### config.mk
export PLATFORM = sky130hd
export DESIGN_NAME = sportRx
export DESIGN_NICKNAME = d
export VERILOG_FILES = /design/src/rtl/sportPkg.sv /design/src/rtl/sportRxIf.sv /design/src/rtl/rxCtrlDecode.sv /design/src/rtl/rxResult.sv /design/src/rtl/rxShiftExec.sv /design/src/rtl/sportRx.sv
export VERILOG_INCLUDE_DIRS = /design/src /design/src/rtl
export SDC_FILE = /design/constraint.sdc
export NUM_CORES = 1
export LEC_CHECK = 0
export BUFFER_PORTS_ARGS = -buffer_cell sky130_fd_sc_hd__buf_4
export CORE_UTILIZATION = 46
export CTS_CLUSTER_DIAMETER = 100
export DETAILED_ROUTE_END_ITERATION = 6
export PLACE_DENSITY = 0.63
export SLEW_MARGIN = 20
export SYNTH_ARGS = -nofsm -noshare
export SYNTH_HDL_FRONTEND = slang
export SYNTH_SLANG_ARGS = --single-unit
### constraint.sdc
create_clock -name SCLKg4 -period 9.89 [get_ports SCLKg4]
set_input_delay 1.4835 -clock SCLKg4 [delete_from_list [all_inputs] [get_ports SCLKg4]]
set_output_delay 1.4835 -clock SCLKg4 [all_outputs]
set_load 0.01 [all_outputs]
### src/rtl/sport_config.svh
`ifndef SPORT_CONFIG_SVH
`define SPORT_CONFIG_SVH

// APB bus widths.
`define SPORT_ADDR_W 4
`define SPORT_DATA_W 32

// register offsets, byte addressed.
`define SPORT_CTRL_ADDR 4'h0
`define SPORT_STAT_ADDR 4'h4
`define SPORT_DATA_ADDR 4'h8

`endif

### src/rtl/sportPkg.sv
package sportPkg;

  // receive data type, picks how a word is extended to 16 bits.
  typedef enum logic [1:0] {
    DT_ZERO = 2'b00,
    DT_SIGN = 2'b01,
    DT_ULAW = 2'b10,
    DT_ALAW = 2'b11
  } rxDtype_e;

  typedef struct packed {
    logic       enable;
    logic       irqEn;
    rxDtype_e   dtype;
    logic [3:0] slen;    // word length minus one.
    logic [7:0] wordCnt; // words per frame minus one.
  } rxCfg_t;

  // companded code, sits in the low byte.
  typedef struct packed {
    logic [7:0] pad;
    logic       sign;
    logic [2:0] exp;
    logic [3:0] mant;
  } rxCompand_t;

  typedef union packed {
    logic [15:0] linear;
    rxCompand_t  compand;
  } rxWord_u;

  // field order puts full at bit 0, as in STAT.
  typedef struct packed {
    logic busy;
    logic overflow;
    logic full;
  } rxStatus_t;

endpackage

### src/rtl/sportRxIf.sv
`timescale 1ns/1ns

interface sportRxIf;
  import sportPkg::*;

  rxCfg_t      cfg;
  logic        wordValid;
  rxWord_u     word;      // raw word, right justified and masked.
  logic        busy;
  logic        dataRead;
  logic        ovfClear;
  rxStatus_t   status;    // busy field unused here.
  logic [15:0] rxData;

  modport decode (
    output cfg, dataRead, ovfClear,
    input  busy, status, rxData
  );

  modport exec (
    input  cfg,
    output wordValid, word, busy
  );

  modport result (
    input  cfg, wordValid, word, dataRead, ovfClear,
    output status, rxData
  );

endinterface

### src/rtl/rxCtrlDecode.sv
`timescale 1ns/1ns
`include "sport_config.svh"

module rxCtrlDecode (
  input  logic                     SCLKg4,
  input  logic                     rst_SP_EN,
  input  logic [`SPORT_ADDR_W-1:0] paddr,
  input  logic                     psel,
  input  logic                     penable,
  input  logic                     pwrite,
  input  logic [`SPORT_DATA_W-1:0] pwdata,
  output logic [`SPORT_DATA_W-1:0] prdata,
  output logic                     pready,
  output logic                     pslverr,
  sportRxIf.decode                 rxIf
);
  import sportPkg::*;

  rxCfg_t    ctrlReg;
  rxStatus_t statWord;
  logic      access;
  logic      isCtrl;
  logic      isStat;
  logic      isData;
  logic      unmapped;

  assign access   = psel && penable;
  assign isCtrl   = (paddr == `SPORT_CTRL_ADDR);
  assign isStat   = (paddr == `SPORT_STAT_ADDR);
  assign isData   = (paddr == `SPORT_DATA_ADDR);
  assign unmapped = !(isCtrl || isStat || isData);

  // no wait states.
  assign pready  = 1'b1;
  assign pslverr = access && (unmapped || (pwrite && isData));

  // control register, written at the end of the access cycle.
  always_ff @(posedge SCLKg4 or posedge rst_SP_EN) begin
    if (rst_SP_EN) begin
      ctrlReg <= '0;
    end else if (access && pwrite && isCtrl) begin
      ctrlReg.enable  <= pwdata[0];
      ctrlReg.dtype   <= rxDtype_e'(pwdata[2:1]);
      ctrlReg.slen    <= pwdata[7:4];
      ctrlReg.wordCnt <= pwdata[15:8];
      ctrlReg.irqEn   <= pwdata[16];
    end
  end

  assign rxIf.cfg = ctrlReg;

  // one cycle pulses, the result block acts on them at the same edge.
  assign rxIf.dataRead = access && !pwrite && isData;
  assign rxIf.ovfClear = access && pwrite && isStat && pwdata[1];

  // busy comes from the shifter, the flags from the buffer.
  assign statWord = '{busy: rxIf.busy,
                      overflow: rxIf.status.overflow,
                      full: rxIf.status.full};

  always_comb begin
    prdata = '0;
    if (psel && !pwrite) begin
      case (paddr)
        `SPORT_CTRL_ADDR: begin
          prdata = `SPORT_DATA_W'({ctrlReg.irqEn, ctrlReg.wordCnt, ctrlReg.slen,
                                   1'b0, ctrlReg.dtype, ctrlReg.enable});
        end
        `SPORT_STAT_ADDR: prdata = `SPORT_DATA_W'(statWord);
        `SPORT_DATA_ADDR: prdata = `SPORT_DATA_W'(rxIf.rxData);
        default:          prdata = '0;
      endcase
    end
  end

endmodule

### src/rtl/rxResult.sv
`timescale 1ns/1ns

module rxResult (
  input  logic SCLKg4,
  input  logic rst_SP_EN,
  output logic rxIrq,
  sportRxIf.result rxIf
);
  import sportPkg::*;

  rxCompand_t  muCode;
  rxCompand_t  aCode;
  logic [3:0]  slenEff;
  logic [15:0] mask;
  logic [15:0] signExt;
  logic [15:0] muMag;
  logic [15:0] aMag;
  logic [15:0] muVal;
  logic [15:0] aVal;
  logic [15:0] extWord;
  logic [15:0] rxBuf;
  logic        full;
  logic        fullNext;
  logic        overflow;

  assign slenEff = (rxIf.cfg.slen < 4'd3) ? 4'd3 : rxIf.cfg.slen;
  assign mask    = 16'hffff >> (4'd15 - slenEff);

  // word arrives masked, so zero extension is the word itself.
  assign signExt = rxIf.word.linear[slenEff] ? (rxIf.word.linear | ~mask)
                                             : rxIf.word.linear;

  // mu-law code is stored inverted.
  assign muCode = rxIf.word.compand ^ 16'h00ff;

  // A-law code has its even bits toggled by 0x55.
  assign aCode = rxIf.word.compand ^ 16'h0055;

  // add the bias of 132 and remove it again after the shift.
  assign muMag = (({9'd0, muCode.mant, 3'd0} + 16'd132) << muCode.exp) - 16'd132;
  assign muVal = muCode.sign ? (16'd0 - muMag) : muMag;

  always_comb begin
    if (aCode.exp == 3'd0) begin
      aMag = {8'd0, aCode.mant, 4'd0} + 16'd8;
    end else begin
      aMag = ({8'd0, aCode.mant, 4'd0} + 16'd264) << (aCode.exp - 3'd1);
    end
  end

  assign aVal = aCode.sign ? aMag : (16'd0 - aMag); // sign 0 means negative.

  always_comb begin
    case (rxIf.cfg.dtype)
      DT_ZERO: extWord = rxIf.word.linear;
      DT_SIGN: extWord = signExt;
      DT_ULAW: extWord = muVal;
      DT_ALAW: extWord = aVal;
      default: extWord = rxIf.word.linear;
    endcase
  end

  // a new word simply overwrites the receive buffer.
  always_ff @(posedge SCLKg4 or posedge rst_SP_EN) begin
    if (rst_SP_EN) begin
      rxBuf <= 16'h0000;
    end else if (rxIf.wordValid) begin
      rxBuf <= extWord;
    end
  end

  assign fullNext = rxIf.wordValid || (full && !rxIf.dataRead);

  always_ff @(posedge SCLKg4 or posedge rst_SP_EN) begin
    if (rst_SP_EN) begin
      full     <= 1'b0;
      overflow <= 1'b0;
      rxIrq    <= 1'b0;
    end else begin
      full  <= fullNext;
      rxIrq <= fullNext && rxIf.cfg.irqEn;
      if (rxIf.ovfClear) overflow <= 1'b0;
      if (rxIf.wordValid && full && !rxIf.dataRead) overflow <= 1'b1; // sticky.
    end
  end

  assign rxIf.status = '{busy: 1'b0, overflow: overflow, full: full};
  assign rxIf.rxData = rxBuf;

endmodule

### src/rtl/rxShiftExec.sv
`timescale 1ns/1ns

module rxShiftExec (
  input  logic SCLKg4,
  input  logic rst_SP_EN,
  input  logic rfs,
  input  logic rd,
  sportRxIf.exec rxIf
);

  // one-hot frame states.
  localparam logic [2:0] stIdle   = 3'b001;
  localparam logic [2:0] stShift  = 3'b010;
  localparam logic [2:0] stWstart = 3'b100;

  logic [2:0]  state;
  logic [2:0]  nextState;
  logic [3:0]  bitCnt;
  logic [7:0]  wordLeft;
  logic [15:0] shiftReg;
  logic [15:0] mask;
  logic [3:0]  slenEff;
  logic        lastBit;
  logic        wordValid;

  // words shorter than four bits are not supported.
  assign slenEff = (rxIf.cfg.slen < 4'd3) ? 4'd3 : rxIf.cfg.slen;
  assign mask    = 16'hffff >> (4'd15 - slenEff);

  // wstart always holds the first bit of a word, so only shift can end one.
  assign lastBit = state[1] && (bitCnt == 4'd0);

  always_comb begin
    nextState = state;
    case (state)
      stIdle: begin
        if (rxIf.cfg.enable && rfs) nextState = stShift; // rfs ignored once running.
      end
      stShift: begin
        if (lastBit) begin
          nextState = (wordLeft == 8'd0) ? stIdle : stWstart;
        end
      end
      stWstart: nextState = stShift;
      default:  nextState = stIdle;
    endcase
    if (!rxIf.cfg.enable) nextState = stIdle; // partial word is dropped.
  end

  always_ff @(posedge SCLKg4 or posedge rst_SP_EN) begin
    if (rst_SP_EN) begin
      state <= stIdle;
    end else begin
      state <= nextState;
    end
  end

  // bit counter, reloaded in idle and at every word start.
  always_ff @(posedge SCLKg4 or posedge rst_SP_EN) begin
    if (rst_SP_EN) begin
      bitCnt <= 4'd0;
    end else if (state[0] || nextState[2]) begin
      bitCnt <= slenEff;
    end else begin
      bitCnt <= bitCnt - 4'd1;
    end
  end

  always_ff @(posedge SCLKg4 or posedge rst_SP_EN) begin
    if (rst_SP_EN) begin
      wordLeft <= 8'd0;
    end else if (state[0]) begin
      wordLeft <= rxIf.cfg.wordCnt;
    end else if (nextState[2]) begin
      wordLeft <= wordLeft - 8'd1;
    end
  end

  // MSB first, one bit per cycle outside idle.
  always_ff @(posedge SCLKg4) begin
    if (!state[0]) shiftReg <= {shiftReg[14:0], rd};
  end

  always_ff @(posedge SCLKg4 or posedge rst_SP_EN) begin
    if (rst_SP_EN) begin
      wordValid <= 1'b0;
    end else begin
      wordValid <= lastBit && rxIf.cfg.enable;
    end
  end

  assign rxIf.wordValid   = wordValid;
  assign rxIf.word.linear = shiftReg & mask; // stable for the cycle after the last bit.
  assign rxIf.busy        = !state[0];

endmodule

### src/rtl/sportRx.sv
`timescale 1ns/1ns
`include "sport_config.svh"

module sportRx (
  input  logic                     SCLKg4,
  input  logic                     rst_SP_EN,
  input  logic [`SPORT_ADDR_W-1:0] paddr,
  input  logic                     psel,
  input  logic                     penable,
  input  logic                     pwrite,
  input  logic [`SPORT_DATA_W-1:0] pwdata,
  output logic [`SPORT_DATA_W-1:0] prdata,
  output logic                     pready,
  output logic                     pslverr,
  input  logic                     rfs,
  input  logic                     rd,
  output logic                     rxIrq
);

  sportRxIf rxIf ();

  // APB registers and read mux.
  rxCtrlDecode ctrlDecode (
    .SCLKg4    (SCLKg4),
    .rst_SP_EN (rst_SP_EN),
    .paddr     (paddr),
    .psel      (psel),
    .penable   (penable),
    .pwrite    (pwrite),
    .pwdata    (pwdata),
    .prdata    (prdata),
    .pready    (pready),
    .pslverr   (pslverr),
    .rxIf      (rxIf.decode)
  );

  rxShiftExec shiftExec (
    .SCLKg4    (SCLKg4),
    .rst_SP_EN (rst_SP_EN),
    .rfs       (rfs),
    .rd        (rd),
    .rxIf      (rxIf.exec)
  );

  rxResult result (
    .SCLKg4    (SCLKg4),
    .rst_SP_EN (rst_SP_EN),
    .rxIrq     (rxIrq),
    .rxIf      (rxIf.result)
  );

endmodule

* Word level (Yosys, flattened, before mapping)
Index checks and enable logic that the tools add are counted.
Cells by class: add/sub/neg operators 10, $lt $le $gt $ge 2, equal/unequal tests 10, shift-type cells 3, mux-type cells 20, bitwise operators 5, reductions and logical operators 34
Operators by type and width (count):
- $mux 16 | 4
- $pmux 16 s4 | 1
- $pmux 17 s3 | 1
- $mux 32 | 1
- $shl 16x3->16 | 2
- $sub 1x16->16 const A | 2
- $logic_and 1x1->1 | 17
- $and 16x16->16 | 1
- $mux 8 | 2
- $not 16->16 | 1
- $or 16x16->16 | 1
- $shr 16x4->16 const A | 1
- $sub 16x8->16 const B | 1
- $mux 3 | 4
- $add 8x9->10 const B | 1
- $add 7x8->9 const B | 1
- $add 8x4->9 const B | 1
- $pmux 3 s3 | 1
- $logic_not 4->1 | 2
- $logic_not 8->1 | 1
- $mux 4 | 2
- $not 8->8 | 1
- $sub 8x1->8 const B | 1
- $ne 3x2->1 const B | 2
- other kinds (21) | 32
Storage, ports and cells: register bits after elaboration 67, input port bits 43

* Longest topological paths before layout
word-level depth 12, mapped depth 17, depth with buffers taken out 14

* Cells and area by module
A second synthesis with hierarchy kept.
Unflattened totals: cells, all modules 684, area total of the unflattened synthesis 5881.9 um^2
Modules (own cells, without submodules):
- rxResult | instances 1, cells each 441, area each 3266.9 um^2, sequential area each 475.5 um^2
- rxShiftExec | instances 1, cells each 137, area each 1552.7 um^2, sequential area each 882.1 um^2
- rxCtrlDecode | instances 1, cells each 106, area each 1062.3 um^2, sequential area each 400.4 um^2

* Least setup slack after synthesis
Ideal clock, no wire load.
path type input to output, from input paddr[3], to output prdata[6], arrival time 2.723 ns, required time 8.407 ns, path slack 5.684 ns, cell stages on the path 6, cell sequence clkbuf_1 nor2b_1 and2_0 clkbuf_1 a22oi_1 nor2_1
Between the ends: word-level cells in the longest chain between the ends 3, elaborated cells between the ends (all ways) 5, classes of those cells eq/ne (2); mux (2); reduce/logical (1)
RTL lines:
- start, declared | RTL line sportRx.sv:7 | input logic [`SPORT_ADDR_W-1:0] paddr,
- $eq 4x4->1, or another cell as far along | RTL line rxCtrlDecode.sv:64 | case (paddr)
- $pmux 17 s3 (*) | RTL line rxCtrlDecode.sv:64
- $mux 32 (*) | RTL line rxCtrlDecode.sv:63 | if (psel && !pwrite) begin
- end, declared | RTL line sportRx.sv:12 | output logic [`SPORT_DATA_W-1:0] prdata,
Mark *: on every way between the ends. The rest lies on a longest branch, timed or not.

* Worst setup path in the final report
from register ctrlDecode.ctrlReg (netlist bit ctrlDecode.rxIf.cfg[9]), to register result.rxBuf[12], in the netlist result.rxIf.rxData[12]
Between the ends: word-level cells in the longest chain between the ends 12, elaborated cells between the ends (all ways) 26, classes of those cells add/sub (8); order compare (1); shift (3); mux (8); bitwise (5); reduce/logical (1)
RTL lines:
- start, declared | RTL line rxCtrlDecode.sv:19 | rxCfg_t ctrlReg;
- $lt 4x2->1 | RTL line rxResult.sv:26, rxShiftExec.sv:27
- $mux 4 (*) | RTL line rxResult.sv:26, rxShiftExec.sv:27
- $sub 4x4->4 | RTL line rxResult.sv:27, rxShiftExec.sv:28
- $shr 16x4->16 | RTL line rxResult.sv:27, rxShiftExec.sv:28
- $and 16x16->16 | RTL line rxShiftExec.sv:93 | assign rxIf.word.linear = shiftReg & mask;
- $not 8->8 (no line) or $not 4->4 (tied branches)
- $add 7x8->9, or another cell as far along | RTL line rxResult.sv:40 | assign muMag = (({9'd0, muCode.mant, 3'd0} + 16'd132) << muCode.exp) - 16'd132;
- $shl 16x3->16 (on tied branches) | RTL line rxResult.sv:40, rxResult.sv:47
- $sub 16x8->16 or $mux 16 (tied branches) | RTL line rxResult.sv:40, rxResult.sv:44
- $sub 1x16->16 (on tied branches) | RTL line rxResult.sv:41, rxResult.sv:51
- $mux 16 (on tied branches) | RTL line rxResult.sv:41, rxResult.sv:51
- $pmux 16 s4 (*) | RTL line rxResult.sv:54 | case (rxIf.cfg.dtype)
- end signal, assigned | RTL line rxResult.sv:68 | rxBuf <= extWord;
- end, declared | RTL line rxResult.sv:21 | logic [15:0] rxBuf;
Mark *: on every way between the ends. The rest lies on a longest branch, timed or not. The select of a mux whose other input is x is not followed. A chain may end at the register's enable or synchronous reset.

==> impl_metrics.env <==
export IMPL_tns_ns=0
export IMPL_setup_slack_ns=5.21
export IMPL_cts_tree="yes"
export IMPL_status="complete, but fails checks"
export IMPL_vdd_ir_drop_max_mv=0.105
export IMPL_end_kind="flop"
export IMPL_die_h_um=112
export IMPL_hp_start="shiftExec.bitCnt[0]$_DFF_PP0_"
export IMPL_powerDensity_mw_per_mm2=179
export IMPL_arrival_ns=4.89
export IMPL_cts_buffers=9
export IMPL_die_x_um=112
export IMPL_drt_iter0_markers=407
export IMPL_clkTransAtPathRegs_ns=0.06
export IMPL_nets=698
export IMPL_hold_end="shiftExec.bitCnt[0]$_DFF_PP0_"
export IMPL_crit_buf_inv=1
export IMPL_grtUsageTotal_pct=25.2
export IMPL_areaGrowthSynthToFinish_pct=10.8
export IMPL_syn_inst=628
export IMPL_leakagePower_nw=2.53
export IMPL_synth_most_common_cell="nor2_1"
export IMPL_synth_edf_count=16
export IMPL_synth_async_sr_flop_share_pct=76.1
export IMPL_clk_path_buf_depth=2
export IMPL_path_cells="o211a_4 -> nor2_4 -> ha_1 -> inv_1 -> a21oi_1 -> nor4b_1 -> o31ai_1 -> nand4bb_1 -> o41ai_2 -> xnor2_1 -> o22ai_1 -> a311o_1"
export IMPL_timing_critical_path_fanout_max=20
export IMPL_clock_skew_ns=0.00952
export IMPL_grt_pass1_vias=4670
export IMPL_initial_core_util_pct=48.2
export IMPL_ys_seq_elements=67
export IMPL_r2r_setup_slack_ns=5.21
export IMPL_place_gp_congestion=0.900
export IMPL_synth_commonest_cells="nor2_1, nand2_1, dfrtp_1"
export IMPL_cp_slowest_stage_delay_ns=0.70
export IMPL_num_vias=4904
export IMPL_routedWlPerCell_um=19.3
export IMPL_io_buffer_count=45
export IMPL_cp_start_kind="flop"
export IMPL_dr_pass1_iters=7
export IMPL_wirelength_um=15200
export IMPL_worstSetupPathType="reg -> reg"
export IMPL_cts_sinks=67
export IMPL_pin_count=78
export IMPL_dpl_worst_slack_ns=5.28
export IMPL_syn_area_per_cell_um2=8.91
export IMPL_failed_checks="design-rule violations"
export IMPL_tightest_slew_ns=1.01
export IMPL_postCtsHoldBufs=0
export IMPL_synth_area_mm2=0.00560
export IMPL_viasPerCell=6.20
export IMPL_clock_root_buffer="clkbuf_16"
export IMPL_maxCapViolations=0
export IMPL_cts_resized=0
export IMPL_grt_pass1_wl_um=24900
export IMPL_whs_path_depth=1
export IMPL_htree_levels=3
export IMPL_drv_slew=0
export IMPL_synthTopCellsByArea="dfrtp_1, edfxtp_1, a21oi_1, nor2_1, nand2_1"
export IMPL_dieArea_mm2=0.0126
export IMPL_overflow=0
export IMPL_core_area_mm2=0.0116
export IMPL_min_period_ns=4.68
export IMPL_synthFlopType="dfrtp_1"
export IMPL_antenna_cells=0
export IMPL_clock_fmax_mhz=214
export IMPL_grt_max_degree=52
export IMPL_reg2reg_to="result.rxIf.rxData[12]$_DFFE_PP0P_"
export IMPL_r2r_start="ctrlDecode.rxIf.cfg[9]$_DFFE_PP0P_"
export IMPL_report_final_setup_viol=0
export IMPL_rsz0062_at_grt="no"
export IMPL_num_rows=39
export IMPL_layout_drive_gt1_share_pct=21.6
export IMPL_dp_hpwl_um=11500
export IMPL_min_path_type="reg -> reg"
export IMPL_grt_antenna_before_repair=0
export IMPL_cp_top_family="compound AO/OA/AOI/OAI gates"
export IMPL_ff2ff_path_depth=12
export IMPL_synth_distinct_cells=101
export IMPL_hold_violations=0
export IMPL_clk_latency_ns=0.34
export IMPL_max_slew_margin_rel_pct=32.4
export IMPL_finish_utilization_pct=53.4
export IMPL_ant_nets=0
export IMPL_min_period_over_period_pct=47.3
export IMPL_slowest_stage="dfrtp_1"
export IMPL_yosysWarnings=0
export IMPL_required_ns=10.11
export IMPL_drc=9
export IMPL_synth_top_cell_area_share_pct=22.4
export IMPL_yosysTopAreaCell="dfrtp_1"
export IMPL_ys_seq_area_share_pct=31.4
export IMPL_cts_setup_buffers=0
==> worst max-delay path by stage <==
stage                                          to                                from  cells after the start
3_5_place_dp                            prdata[6]                            paddr[1]                      5
5_1_grt        result.rxIf.rxData[12]$_DFFE_PP0P_  ctrlDecode.rxIf.cfg[9]$_DFFE_PP0P_                     12
4_1_cts                                 prdata[6]                            paddr[1]                      5
6_report       result.rxIf.rxData[12]$_DFFE_PP0P_  ctrlDecode.rxIf.cfg[9]$_DFFE_PP0P_                     12
2_1_floorplan                           prdata[6]                            paddr[3]                      6
3_3_place_gp                            prdata[7]                            paddr[1]                      5
==> through the flow <==
stage / instance area (um^2) / std cells / hold slack, ns / power, mW
2_1_floorplan: 5650 / 642 / 0.421 / 0.684
3_3_place_gp: 5870 / 775 / 0.453 / 0.772
3_5_place_dp: 5870 / 775 / 0.469 / 0.779
4_1_cts: 6190 / 791 / 0.479 / 1.11
5_1_grt: 6200 / 791 / 0.511 / 1.18
6_report: 6200 / 791 / 0.473 / 1.11
==> metal layers <==
layer,global-route usage [%],share of wire (%),vias to the layer above
li1,-,-,2319
met1,35.2,46,2389
met2,40.5,46,173
met3,3.73,6.0,23
met4,7.73,1.9,0
met5,0,0,-
==> layout make-up <==
| class | instances | area (um^2) |
|---|---|---|
| clock buffers | 11 | 275 |
| inverters | 24 | 91.3 |
| well taps | 143 | 179 |
| flip-flops and latches | 67 | 1760 |
| repair buffers | 50 | 375 |
| multi-input cells | 491 | 3480 |
| clock inverters | 5 | 41.3 |
| fillers | 1084 | 5420 |
==> logic make-up (layout without fill, tap and decap cells) <==
logic type,count (synthesis),count (layout),synth area share [%]
muxes,32,32,7.22
DFF,67,67,31.4
buffers and inverters,84,90,7.65
other,2,16,0.134
adders and majority gates,12,12,2.68
xor gates and xnor gates,23,23,3.87
and+or+nand+nor,206,206,19.0
AOI/OAI and AO/OA,202,202,28.0
==> layout by cell type, fill, tap and decap left out, types with 5 or more instances in the layout <==
cell type,count
a211oi_1,7
a21o_1,6
a21oi_1,44
a22oi_1,15
a31oi_1,6
and3_1,10
buf_4,50
clkbuf_16,11
conb_1,16
dfrtp_1,50
edfxtp_1,16
ha_1,12
inv_1,21
mux2_2,17
mux2i_1,10
mux4_2,5
nand2_1,54
nand2b_1,5
nand3_1,17
nor2_1,58
nor2b_1,10
nor3_1,10
nor4_1,5
o211ai_1,7
o21ai_0,34
o22ai_1,9
xnor2_1,14
xor2_1,7
==> worst register-to-register path: cells and delay by family, from the launching register on <==
kind / cells / cell delay [ns]
buf+inv: 1 / 0.20
fa+ha+maj: 1 / 0.46
simple gates: 3 / 0.77
xor+xnor: 1 / 0.20
compound gates: 6 / 2.23
flops: 1 / 0.70
==> state kept, by name (all words and copies together) (netlist names) <==
| signal | flops |
|---|---|
| result.rxIf.rxData | 16 |
| result.overflow | 1 |
| shiftExec.shiftReg | 16 |
| shiftExec.bitCnt | 4 |
| shiftExec.wordLeft | 8 |
| result.full | 1 |
| shiftExec.state | 3 |
| result.rxIrq | 1 |
| shiftExec.rxIf.wordValid | 1 |
| ctrlDecode.rxIf.cfg | 16 |
==> power breakdown <==
group	leakage, nW	switching [mW]	internal [mW]
sequential	0.819	0.0395	0.310
clock	0.154	0.126	0.202
combinational	1.56	0.267	0.165
total	2.53	0.433	0.678
(Power assumes the default switching activity.)
